## src/include/armCore_settings.svh

```systemverilog
`ifndef ARMCORE_SETTINGS_SVH
`define ARMCORE_SETTINGS_SVH

// Datapath and memory word width in bits
`define ARM_XLEN 32

// Architectural registers R0 to R15, R15 being the PC
`define ARM_REG_COUNT 16

// First fetch address coming out of reset
`define ARM_RESET_PC 32'h0000_0000

`endif

```

## src/logic/armCorePkg.sv

```systemverilog
`include "armCore_settings.svh"

package armCorePkg;

  // One machine word
  typedef logic [`ARM_XLEN-1:0] wordT;

  // Register number, R15 is all ones
  typedef logic [$clog2(`ARM_REG_COUNT)-1:0] regNumT;

  // ==============================
  // Instruction word views
  // ==============================

  // Data-processing layout
  typedef struct packed {
    logic [3:0]  cond;
    logic [1:0]  op;
    logic        imm;
    logic [3:0]  cmd;
    logic        s;
    regNumT      rn;
    regNumT      rd;
    // Rotate in [11:8] and imm8 in [7:0], or shift and Rm
    logic [11:0] operand2;
  } dpFieldsT;

  // Single word load and store layout
  typedef struct packed {
    logic [3:0]  cond;
    logic [1:0]  op;
    // Low selects the immediate offset form
    logic        immN;
    logic        pre;
    logic        up;
    logic        byteAcc;
    logic        wb;
    logic        load;
    regNumT      rn;
    regNumT      rd;
    logic [11:0] offset;
  } memFieldsT;

  // Branch layout
  typedef struct packed {
    logic [3:0]  cond;
    logic [1:0]  op;
    // Bit 25, set for B and BL
    logic        bTag;
    logic        link;
    logic [23:0] offset;
  } brFieldsT;

  typedef union packed {
    dpFieldsT  dpView;
    memFieldsT memView;
    brFieldsT  brView;
  } instrWordT;

  // ==============================
  // Control encodings
  // ==============================

  typedef enum logic [2:0] {
    aluAdd,
    aluSub,
    aluAnd,
    aluOrr,
    aluPassB
  } aluOpT;

  // Immediate extension format
  typedef enum logic [1:0] {
    immRot,
    immOff12,
    immBranch
  } immSrcT;

  typedef enum logic [1:0] {
    fwdReg     = 2'b00,
    fwdResultW = 2'b01,
    fwdAluOutM = 2'b10
  } forwardSelT;

  // Per-instruction control, cleared to a no-op
  typedef struct packed {
    logic   regWrite;
    logic   memWrite;
    logic   memToReg;
    logic   aluSrcImm;
    logic   branch;
    aluOpT  aluOp;
    immSrcT immSrc;
  } decodeCtrlT;

  typedef struct packed {
    logic       stallF;
    logic       stallD;
    logic       flushD;
    logic       flushE;
    forwardSelT forwardA;
    forwardSelT forwardB;
  } hazardCtrlT;

  // Source registers in D and E, destinations in E, M and W
  typedef struct packed {
    regNumT ra1D;
    regNumT ra2D;
    regNumT ra1E;
    regNumT ra2E;
    regNumT waE;
    regNumT waM;
    regNumT waW;
  } regAddrT;

endpackage

```

## src/logic/regFile.sv

```systemverilog
`timescale 1ns/100ps
`include "armCore_settings.svh"

module regFile (
  input  logic                              clk,
  input  logic                              rstN,
  input  logic                              writeEnable,
  input  logic [$clog2(`ARM_REG_COUNT)-1:0] ra1,
  input  logic [$clog2(`ARM_REG_COUNT)-1:0] ra2,
  input  logic [$clog2(`ARM_REG_COUNT)-1:0] wa3,
  input  logic [`ARM_XLEN-1:0]              wd3,
  input  logic [`ARM_XLEN-1:0]              pcPlus8,
  output logic [`ARM_XLEN-1:0]              rd1,
  output logic [`ARM_XLEN-1:0]              rd2
);

  // Index of the PC register
  localparam int PcIdx = `ARM_REG_COUNT - 1;

  logic [`ARM_XLEN-1:0] regs [`ARM_REG_COUNT];

  // Falling edge write, so a read in the same cycle sees the new value
  always_ff @(negedge clk or negedge rstN) begin
    if (!rstN) begin
      for (int i = 0; i < `ARM_REG_COUNT; i++) begin
        regs[i] <= '0;
      end
    end else if (writeEnable) begin
      regs[wa3] <= wd3;
    end
  end

  // R15 reads as the fetch address plus 8
  assign rd1 = (ra1 == PcIdx) ? pcPlus8 : regs[ra1];
  assign rd2 = (ra2 == PcIdx) ? pcPlus8 : regs[ra2];

endmodule

```

## src/logic/datapath.sv

```systemverilog
`timescale 1ns/100ps
`include "armCore_settings.svh"

module datapath (
  input  logic                   clk,
  input  logic                   rstN,
  input  logic [`ARM_XLEN-1:0]   instr,
  input  logic [`ARM_XLEN-1:0]   readData,
  output logic [`ARM_XLEN-1:0]   pc,
  output armCorePkg::instrWordT  instrD,
  input  armCorePkg::decodeCtrlT ctrlE,
  input  armCorePkg::decodeCtrlT ctrlW,
  input  armCorePkg::immSrcT     immSrcD,
  input  armCorePkg::hazardCtrlT hazard,
  input  armCorePkg::regAddrT    regAddr,
  output logic                   branchTakenE,
  output logic [`ARM_XLEN-1:0]   aluOutM,
  output logic [`ARM_XLEN-1:0]   writeDataM
);
  import armCorePkg::*;

  wordT pcPlus4F;
  wordT pcNextF;
  wordT extImmD;
  wordT rd1D;
  wordT rd2D;
  // Doubled imm8 shifted right, the low half is the rotation
  logic [2*`ARM_XLEN-1:0] rotPairD;
  wordT rd1E;
  wordT rd2E;
  wordT extImmE;
  wordT srcAE;
  wordT srcBE;
  wordT writeDataE;
  wordT aluResultE;
  wordT aluOutW;
  wordT readDataW;
  wordT resultW;

  // Operand source for one ALU input
  function automatic wordT fwdMux(forwardSelT sel, wordT regVal, wordT resW, wordT aluM);
    unique case (sel)
      fwdResultW: return resW;
      fwdAluOutM: return aluM;
      default:    return regVal;
    endcase
  endfunction

  // ==============================
  // Fetch
  // ==============================
  assign pcPlus4F = pc + wordT'(4);
  // Taken branch target comes straight from the execute ALU
  assign pcNextF  = branchTakenE ? aluResultE : pcPlus4F;

  always_ff @(posedge clk or negedge rstN) begin
    if (!rstN) begin
      pc <= `ARM_RESET_PC;
    end else if (!hazard.stallF) begin
      pc <= pcNextF;
    end
  end

  // ==============================
  // Decode
  // ==============================
  always_ff @(posedge clk or negedge rstN) begin
    if (!rstN) begin
      instrD <= '0;
    end else if (hazard.flushD) begin
      // Zero word decodes as a no-op
      instrD <= '0;
    end else if (!hazard.stallD) begin
      instrD <= instr;
    end
  end

  // While instrD decodes, pc already points 4 past it
  regFile u_regFile (
    .clk         (clk),
    .rstN        (rstN),
    .writeEnable (ctrlW.regWrite),
    .ra1         (regAddr.ra1D),
    .ra2         (regAddr.ra2D),
    .wa3         (regAddr.waW),
    .wd3         (resultW),
    .pcPlus8     (pcPlus4F),
    .rd1         (rd1D),
    .rd2         (rd2D)
  );

  // Rotate right by twice the 4-bit rotate field
  assign rotPairD = {2{wordT'(instrD.dpView.operand2[7:0])}} >>
                    {instrD.dpView.operand2[11:8], 1'b0};

  always_comb begin
    unique case (immSrcD)
      immRot:    extImmD = rotPairD[`ARM_XLEN-1:0];
      immOff12:  extImmD = wordT'(instrD.memView.offset);
      // Signed word offset turned into a byte offset
      immBranch: extImmD = {{6{instrD.brView.offset[23]}}, instrD.brView.offset, 2'b00};
      default:   extImmD = '0;
    endcase
  end

  // ==============================
  // Execute
  // ==============================
  always_ff @(posedge clk or negedge rstN) begin
    if (!rstN) begin
      rd1E    <= '0;
      rd2E    <= '0;
      extImmE <= '0;
    end else begin
      rd1E    <= rd1D;
      rd2E    <= rd2D;
      extImmE <= extImmD;
    end
  end

  // Forwarding, the B path doubles as store data
  assign srcAE      = fwdMux(hazard.forwardA, rd1E, resultW, aluOutM);
  assign writeDataE = fwdMux(hazard.forwardB, rd2E, resultW, aluOutM);
  assign srcBE      = ctrlE.aluSrcImm ? extImmE : writeDataE;

  always_comb begin
    unique case (ctrlE.aluOp)
      aluAdd:   aluResultE = srcAE + srcBE;
      aluSub:   aluResultE = srcAE - srcBE;
      aluAnd:   aluResultE = srcAE & srcBE;
      aluOrr:   aluResultE = srcAE | srcBE;
      aluPassB: aluResultE = srcBE;
      default:  aluResultE = '0;
    endcase
  end

  // Only unconditional B is decoded, so a branch in E is always taken
  assign branchTakenE = ctrlE.branch;

  // ==============================
  // Memory and writeback
  // ==============================
  always_ff @(posedge clk or negedge rstN) begin
    if (!rstN) begin
      aluOutM    <= '0;
      writeDataM <= '0;
      aluOutW    <= '0;
      readDataW  <= '0;
    end else begin
      aluOutM    <= aluResultE;
      writeDataM <= writeDataE;
      aluOutW    <= aluOutM;
      readDataW  <= readData;
    end
  end

  assign resultW = ctrlW.memToReg ? readDataW : aluOutW;

endmodule

```

## src/logic/controller.sv

```systemverilog
`timescale 1ns/100ps

module controller (
  input  logic                   clk,
  input  logic                   rstN,
  input  armCorePkg::instrWordT  instrD,
  input  logic                   flushE,
  output armCorePkg::decodeCtrlT ctrlE,
  output armCorePkg::decodeCtrlT ctrlM,
  output armCorePkg::decodeCtrlT ctrlW,
  output armCorePkg::immSrcT     immSrcD,
  output armCorePkg::regAddrT    regAddr
);
  import armCorePkg::*;

  // Condition and op field encodings
  localparam logic [3:0] CondAlways = 4'b1110;
  localparam logic [1:0] OpDataProc = 2'b00;
  localparam logic [1:0] OpMemory   = 2'b01;
  localparam logic [1:0] OpBranch   = 2'b10;
  // Data-processing cmd encodings
  localparam logic [3:0] CmdAnd = 4'b0000;
  localparam logic [3:0] CmdSub = 4'b0010;
  localparam logic [3:0] CmdAdd = 4'b0100;
  localparam logic [3:0] CmdOrr = 4'b1100;
  localparam logic [3:0] CmdMov = 4'b1101;
  // R15
  localparam regNumT PcReg = '1;

  decodeCtrlT ctrlD;
  regNumT     ra1D;
  regNumT     ra2D;
  regNumT     waD;
  regNumT     ra1E;
  regNumT     ra2E;
  regNumT     waE;
  regNumT     waM;
  regNumT     waW;

  // ==============================
  // Decode
  // ==============================
  always_comb begin
    ctrlD = '0;
    ra1D  = instrD.dpView.rn;
    ra2D  = instrD.dpView.operand2[3:0];
    waD   = instrD.dpView.rd;
    // Anything else than AL stays a no-op
    if (instrD.dpView.cond == CondAlways) begin
      unique case (instrD.dpView.op)
        OpDataProc: begin
          // Register operand only without shift, no write to R15
          if (instrD.dpView.rd != PcReg &&
              (instrD.dpView.imm || instrD.dpView.operand2[11:4] == '0)) begin
            ctrlD.aluSrcImm = instrD.dpView.imm;
            ctrlD.regWrite  = 1'b1;
            unique case (instrD.dpView.cmd)
              CmdAdd:  ctrlD.aluOp = aluAdd;
              CmdSub:  ctrlD.aluOp = aluSub;
              CmdAnd:  ctrlD.aluOp = aluAnd;
              CmdOrr:  ctrlD.aluOp = aluOrr;
              CmdMov:  ctrlD.aluOp = aluPassB;
              default: ctrlD = '0;
            endcase
          end
        end
        OpMemory: begin
          // Pre-indexed word access with positive immediate, no writeback
          if (!instrD.memView.immN && instrD.memView.pre && instrD.memView.up &&
              !instrD.memView.byteAcc && !instrD.memView.wb &&
              !(instrD.memView.load && instrD.memView.rd == PcReg)) begin
            ctrlD.regWrite  = instrD.memView.load;
            ctrlD.memToReg  = instrD.memView.load;
            ctrlD.memWrite  = !instrD.memView.load;
            ctrlD.aluSrcImm = 1'b1;
            ctrlD.aluOp     = aluAdd;
            ctrlD.immSrc    = immOff12;
          end
          ra1D = instrD.memView.rn;
          // Store data is read through the second port
          ra2D = instrD.memView.rd;
          waD  = instrD.memView.rd;
        end
        OpBranch: begin
          // Plain B, target is PC plus 8 plus the offset
          if (instrD.brView.bTag && !instrD.brView.link) begin
            ctrlD.branch    = 1'b1;
            ctrlD.aluSrcImm = 1'b1;
            ctrlD.aluOp     = aluAdd;
            ctrlD.immSrc    = immBranch;
          end
          ra1D = PcReg;
        end
        default: ctrlD = '0;
      endcase
    end
  end

  assign immSrcD = ctrlD.immSrc;

  // ==============================
  // Control pipeline
  // ==============================
  always_ff @(posedge clk or negedge rstN) begin
    if (!rstN) begin
      ctrlE <= '0;
      ctrlM <= '0;
      ctrlW <= '0;
      ra1E  <= '0;
      ra2E  <= '0;
      waE   <= '0;
      waM   <= '0;
      waW   <= '0;
    end else begin
      // Flush turns the E slot into a bubble
      ctrlE <= flushE ? '0 : ctrlD;
      ctrlM <= ctrlE;
      ctrlW <= ctrlM;
      ra1E  <= ra1D;
      ra2E  <= ra2D;
      waE   <= waD;
      waM   <= waE;
      waW   <= waM;
    end
  end

  assign regAddr = '{ra1D: ra1D, ra2D: ra2D, ra1E: ra1E, ra2E: ra2E,
                     waE: waE, waM: waM, waW: waW};

endmodule

```

## src/logic/hazardUnit.sv

```systemverilog
`timescale 1ns/100ps

module hazardUnit (
  input  armCorePkg::regAddrT    regAddr,
  input  logic                   memToRegE,
  input  logic                   regWriteM,
  input  logic                   regWriteW,
  input  logic                   branchTakenE,
  output armCorePkg::hazardCtrlT hazard
);
  import armCorePkg::*;

  logic ldrStall;

  // Youngest producer wins, so M is checked before W
  function automatic forwardSelT pickForward(
    regNumT srcReg,
    regNumT waM,
    logic   wrM,
    regNumT waW,
    logic   wrW
  );
    if (wrM && srcReg == waM) begin
      return fwdAluOutM;
    end else if (wrW && srcReg == waW) begin
      return fwdResultW;
    end
    return fwdReg;
  endfunction

  // ==============================
  // Load-use detection
  // ==============================
  // Load in E, its destination read by the instruction in D
  assign ldrStall = memToRegE &&
                    (regAddr.ra1D == regAddr.waE || regAddr.ra2D == regAddr.waE);

  always_comb begin
    hazard.forwardA = pickForward(regAddr.ra1E, regAddr.waM, regWriteM,
                                  regAddr.waW, regWriteW);
    hazard.forwardB = pickForward(regAddr.ra2E, regAddr.waM, regWriteM,
                                  regAddr.waW, regWriteW);
    // Hold F and D one cycle, bubble goes into E
    hazard.stallF = ldrStall;
    hazard.stallD = ldrStall;
    // Taken branch kills the two younger instructions
    hazard.flushD = branchTakenE;
    hazard.flushE = ldrStall || branchTakenE;
  end

endmodule

```

## src/logic/armCore.sv

```systemverilog
`timescale 1ns/100ps
`include "armCore_settings.svh"

module armCore (
  input  logic                 clk,
  input  logic                 rstN,
  output logic [`ARM_XLEN-1:0] pc,
  input  logic [`ARM_XLEN-1:0] instr,
  output logic [`ARM_XLEN-1:0] dataAdr,
  output logic [`ARM_XLEN-1:0] writeData,
  output logic                 memWrite,
  input  logic [`ARM_XLEN-1:0] readData
);
  import armCorePkg::*;

  instrWordT  instrD;
  decodeCtrlT ctrlE;
  decodeCtrlT ctrlM;
  decodeCtrlT ctrlW;
  immSrcT     immSrcD;
  hazardCtrlT hazard;
  regAddrT    regAddr;
  logic       branchTakenE;
  wordT       aluOutM;

  controller u_controller (
    .clk     (clk),
    .rstN    (rstN),
    .instrD  (instrD),
    .flushE  (hazard.flushE),
    .ctrlE   (ctrlE),
    .ctrlM   (ctrlM),
    .ctrlW   (ctrlW),
    .immSrcD (immSrcD),
    .regAddr (regAddr)
  );

  hazardUnit u_hazardUnit (
    .regAddr      (regAddr),
    .memToRegE    (ctrlE.memToReg),
    .regWriteM    (ctrlM.regWrite),
    .regWriteW    (ctrlW.regWrite),
    .branchTakenE (branchTakenE),
    .hazard       (hazard)
  );

  datapath u_datapath (
    .clk          (clk),
    .rstN         (rstN),
    .instr        (instr),
    .readData     (readData),
    .pc           (pc),
    .instrD       (instrD),
    .ctrlE        (ctrlE),
    .ctrlW        (ctrlW),
    .immSrcD      (immSrcD),
    .hazard       (hazard),
    .regAddr      (regAddr),
    .branchTakenE (branchTakenE),
    .aluOutM      (aluOutM),
    .writeDataM   (writeData)
  );

  // Memory stage drives the data port
  assign dataAdr  = aluOutM;
  assign memWrite = ctrlM.memWrite;

endmodule

```

## config.mk

```make
export PLATFORM = sky130hd
export DESIGN_NAME = armCore
export DESIGN_NICKNAME = d
export VERILOG_FILES = /design/src/logic/armCorePkg.sv /design/src/logic/regFile.sv /design/src/logic/datapath.sv /design/src/logic/controller.sv /design/src/logic/hazardUnit.sv /design/src/logic/armCore.sv
export VERILOG_INCLUDE_DIRS = /design/src /design/src/include
export SDC_FILE = /design/constraint.sdc
export NUM_CORES = 2
export LEC_CHECK = 0
export BUFFER_PORTS_ARGS = -buffer_cell sky130_fd_sc_hd__clkbuf_2
export CAP_MARGIN = 25
export CORE_MARGIN = 2
export CORE_UTILIZATION = 50
export CTS_CLUSTER_SIZE = 12
export DETAILED_ROUTE_END_ITERATION = 10
export PLACE_DENSITY = 0.74
export SLEW_MARGIN = 20
export SYNTH_ARGS = -nofsm -noshare
export SYNTH_HDL_FRONTEND = slang
export SYNTH_HIERARCHICAL = 1
export SYNTH_SLANG_ARGS = --single-unit
```

## constraint.sdc

```tcl
create_clock -name clk -period 14.19 [get_ports clk]
set_input_delay 2.838 -clock clk [delete_from_list [all_inputs] [get_ports clk]]
set_output_delay 2.838 -clock clk [all_outputs]
set_load 0.005 [all_outputs]
```

## Word-level counts from Yosys, hierarchy flattened

Index checks and enable logic that the tools add are counted.

- Register bits: 833
- Output and inout bits: 97

- Add/sub/neg operators: 3
- $lt $le $gt $ge: 4
- Eq/ne operators: 28
- Shift operators: 1
- Mux-type cells: 46
- Bitwise operators: 5
- Reduce and logical (&&, ||, !) cells: 29

Operator list:

| kind | number |
|---|---|
| 512-bit bitwise mux | 1 |
| 32-bit 2-to-1 mux | 12 |
| 32-bit binary-select mux with 4-bit select | 2 |
| 32-bit one-hot mux with 5 select lines | 1 |
| 32-bit demux with 4-bit select | 1 |
| 32-bit one-hot mux with 2 select lines | 2 |
| 32-bit one-hot mux with 3 select lines | 1 |
| 40-bit by 5-bit >> shifter with 32-bit output | 1 |
| 32-bit by 3-bit adder with 32-bit output (second input constant) | 1 |
| 32-bit adder | 1 |
| 32-bit bitwise AND | 1 |
| 32-bit OR | 1 |
| 32-bit subtractor | 1 |
| 10-bit 2-to-1 mux | 3 |
| 4-bit == test | 6 |
| 4-bit == test (second input constant) | 6 |
| 4-bit 2-to-1 mux | 5 |
| 5-bit greater-or-equal comparator (second input constant) | 3 |
| 4-bit inverter with 5-bit output | 3 |
| 5-bit one-hot mux with 3 select lines | 1 |
| 1-bit logical AND | 14 |
| 2-bit 2-to-1 mux | 6 |
| 3-bit one-hot mux with 4 select lines | 1 |
| 2-bit by 1-bit == test with 1-bit output (second input constant) | 4 |
| 22 further kinds | 38 |

## Logic depth before layout (Yosys ltp)

- Depth in word-level cells: 11
- Depth in mapped cells: 28
- Depth with buffers taken out: 27

## Modules after synthesis

The synthesis kept the hierarchy.

Modules (own cells, without submodules):

| module | times used | cells an instance | area each (µm²) | sequential area each (µm²) |
|---|---|---|---|---|
| regFile | 1 | 1761 | 25852.3 | 12011.5 |
| datapath | 1 | 1554 | 15466.1 | 7206.9 |
| controller | 1 | 97 | 1594.0 | 1251.2 |
| hazardUnit | 1 | 43 | 317.8 | 0.0 |

==> flow_summary.toml <==
[run_status]
status = "finished clean"

[timing]
hold_viol = 0
worst_slew_pin_slew_ns = 1.162
finalSetupViolCount = 0
slew_headroom_pct = 21.73
holdWs_ns = 0.3495
clock_skew_ns = 0.04194
fin_ws_ns = 3.694
tns_ns = 0
slew_violations = 0
rsz0062_at_grt = "false"

[run]
max_cap_viol_count = 0

[clocking]
postCtsSetupRepairBufs = 0
cts_root_buf = "clkbuf_16"
cts_tree = "built"
cts.path.max_buffers = 3
insertion_delay_ns = 0.65
cts.htree.levels = 3
cts_hold_buf = 0
cts_resized = 0
path_clk_slew_ns = 0.06
clkSinkCount = 801
cts_buffers = 83

[detailed_routing]
wl_um = 127700
drc = 0
firstDrtPassIters = 7
dr.first_iter.drc_count = 3546
wire_per_inst_um = 27.34
ant_nets = 0
vias = 30870
via_per_inst = 6.607

[finish]
final_area_sq_um = 47080
nFillCells = 6851
n_antenna_cell = 0
most-common-layout-cells = "mux2_2 (545), dfrtn_1 (480), dfrtp_1 (318)"
area_growth_pct = 10.02
finalNetCount = 3576
final_common_cell = "mux2_2"
register_area_sq_um = 20050
layout-drive-gt1-share_pct = 32.79
final_core_util_pct = 55.38
multi_input_area_sq_um = 21400

[worst_setup_path]
cp_data_required_time_ns = 7.83
crit_fanout = 140
criticalPathCategory = "input pin to async pin"
crit_path_max_incr_delay_ns = 0.59
cp_slowest_cell = "buf_12"
cp.arrival_ns = 4.13
path_buf_inv = 2
path_delay_family = "buffers and inverters"
worst_setup_path_start_kind = "input pin"
cp_cell_sequence = "buf_8 -> buf_12"
endpoint_kind = "async pin"

[floorplan]
dieHeight_um = 296.6
die_area_sq_um = 87940
boundaryPins = 163
floorplan.rows = 107
die_x_um = 296.6
core_sq_um = 85010
start_util_pct = 50.34

[synth]
synth_nets = 3548
postSynthCellCount = 3436
syn_area_sq_um = 42790
avgSynthCellArea_sq_um = 12.45
yosysWarnings = 6

[worst_hold_path]
hold_path.class = "flop to flop"

[global_routing]
grt-ovfl-total = 0
grt_antenna_before_repair = 2
grt_max_degree = 141
grtUsageTotal_pct = 28.95
grt_pass1_wl_um = 191400
grt_pass1_vias = 30380

[placed_design]
dp_slack_ns = 3.022
dpl-instance-area_sq_um = 44420
hpwl_um = 84450
gp_congestion = 0.9797
portBuffers = 162

[power_and_ir_drop]
power_density_nw_per_um2 = 118.8
peakVddDrop_v = 0.00009344
leakage_uw = 0.02123
==> path summary, 6_finish.rpt <==
path,from,end,slack [ns],cells past startpoint
worst max-delay path,rstN,u_datapath/u_regFile/regs[110],3.69,2
worst min-delay path,u_controller/ctrlM[7],u_controller/ctrlW[7],0.35,0
worst max register to register,u_controller/waW[3],u_datapath/u_regFile/regs[466],4.46,4
worst min register to register,u_controller/ctrlM[7],u_controller/ctrlW[7],0.35,0
max in group clk,u_controller/waW[3],u_datapath/u_regFile/regs[466],4.46,4
min in group asynchronous,rstN,u_datapath/rd1E[22],2.88,2
==> registers in the layout, summed over array words and instances, names as in the netlist, 8 cells and up <==
signal,flops
u_datapath/rd1E,32
u_datapath/aluOutM,32
u_datapath/u_regFile/regs,480
u_datapath/aluOutW,32
u_controller/ctrlE,8
u_datapath/rd2E,32
u_datapath/instrD,32
u_datapath/readDataW,32
u_datapath/pc,32
u_datapath/writeDataM,32
u_datapath/extImmE,32
==> where the power goes <==
part           total (uW)  switching (uW)  internal [uW]
registers            2550             135           2420
logic                 920             626            294
clock network        2130             924           1200
total                5600            1680           3910
==> through the flow <==
stage | cells | power [uW]
5_1_grt | 4672 | 5792
6_report | 4672 | 5595
4_1_cts | 4670 | 5593
3_3_place_gp | 4520 | 3459
2_1_floorplan | 3436 | 3062
3_5_place_dp | 4521 | 3469
==> cell type report <==
cell class / instances / area share [%]
Timing Repair Buffer: 227 / 3.024
Tap cell: 1144 / 3.040
Inverter: 46 / 0.3667
Clock inverter: 17 / 0.4624
Clock buffer: 132 / 5.081
Sequential cell: 801 / 42.58
Multi-Input combinational cell: 2305 / 45.44
==> per-layer routing <==
layer | up-vias | GRT usage [%] | part of all wire, %
li1 | 13010 | - | -
met1 | 15870 | 40.23 | 41
met2 | 1668 | 43.65 | 45
met3 | 322 | 5.992 | 9.6
met4 | 0 | 13.76 | 4.8
met5 | - | 0 | 0
Note: power is estimated with default switching activity, not from simulation.
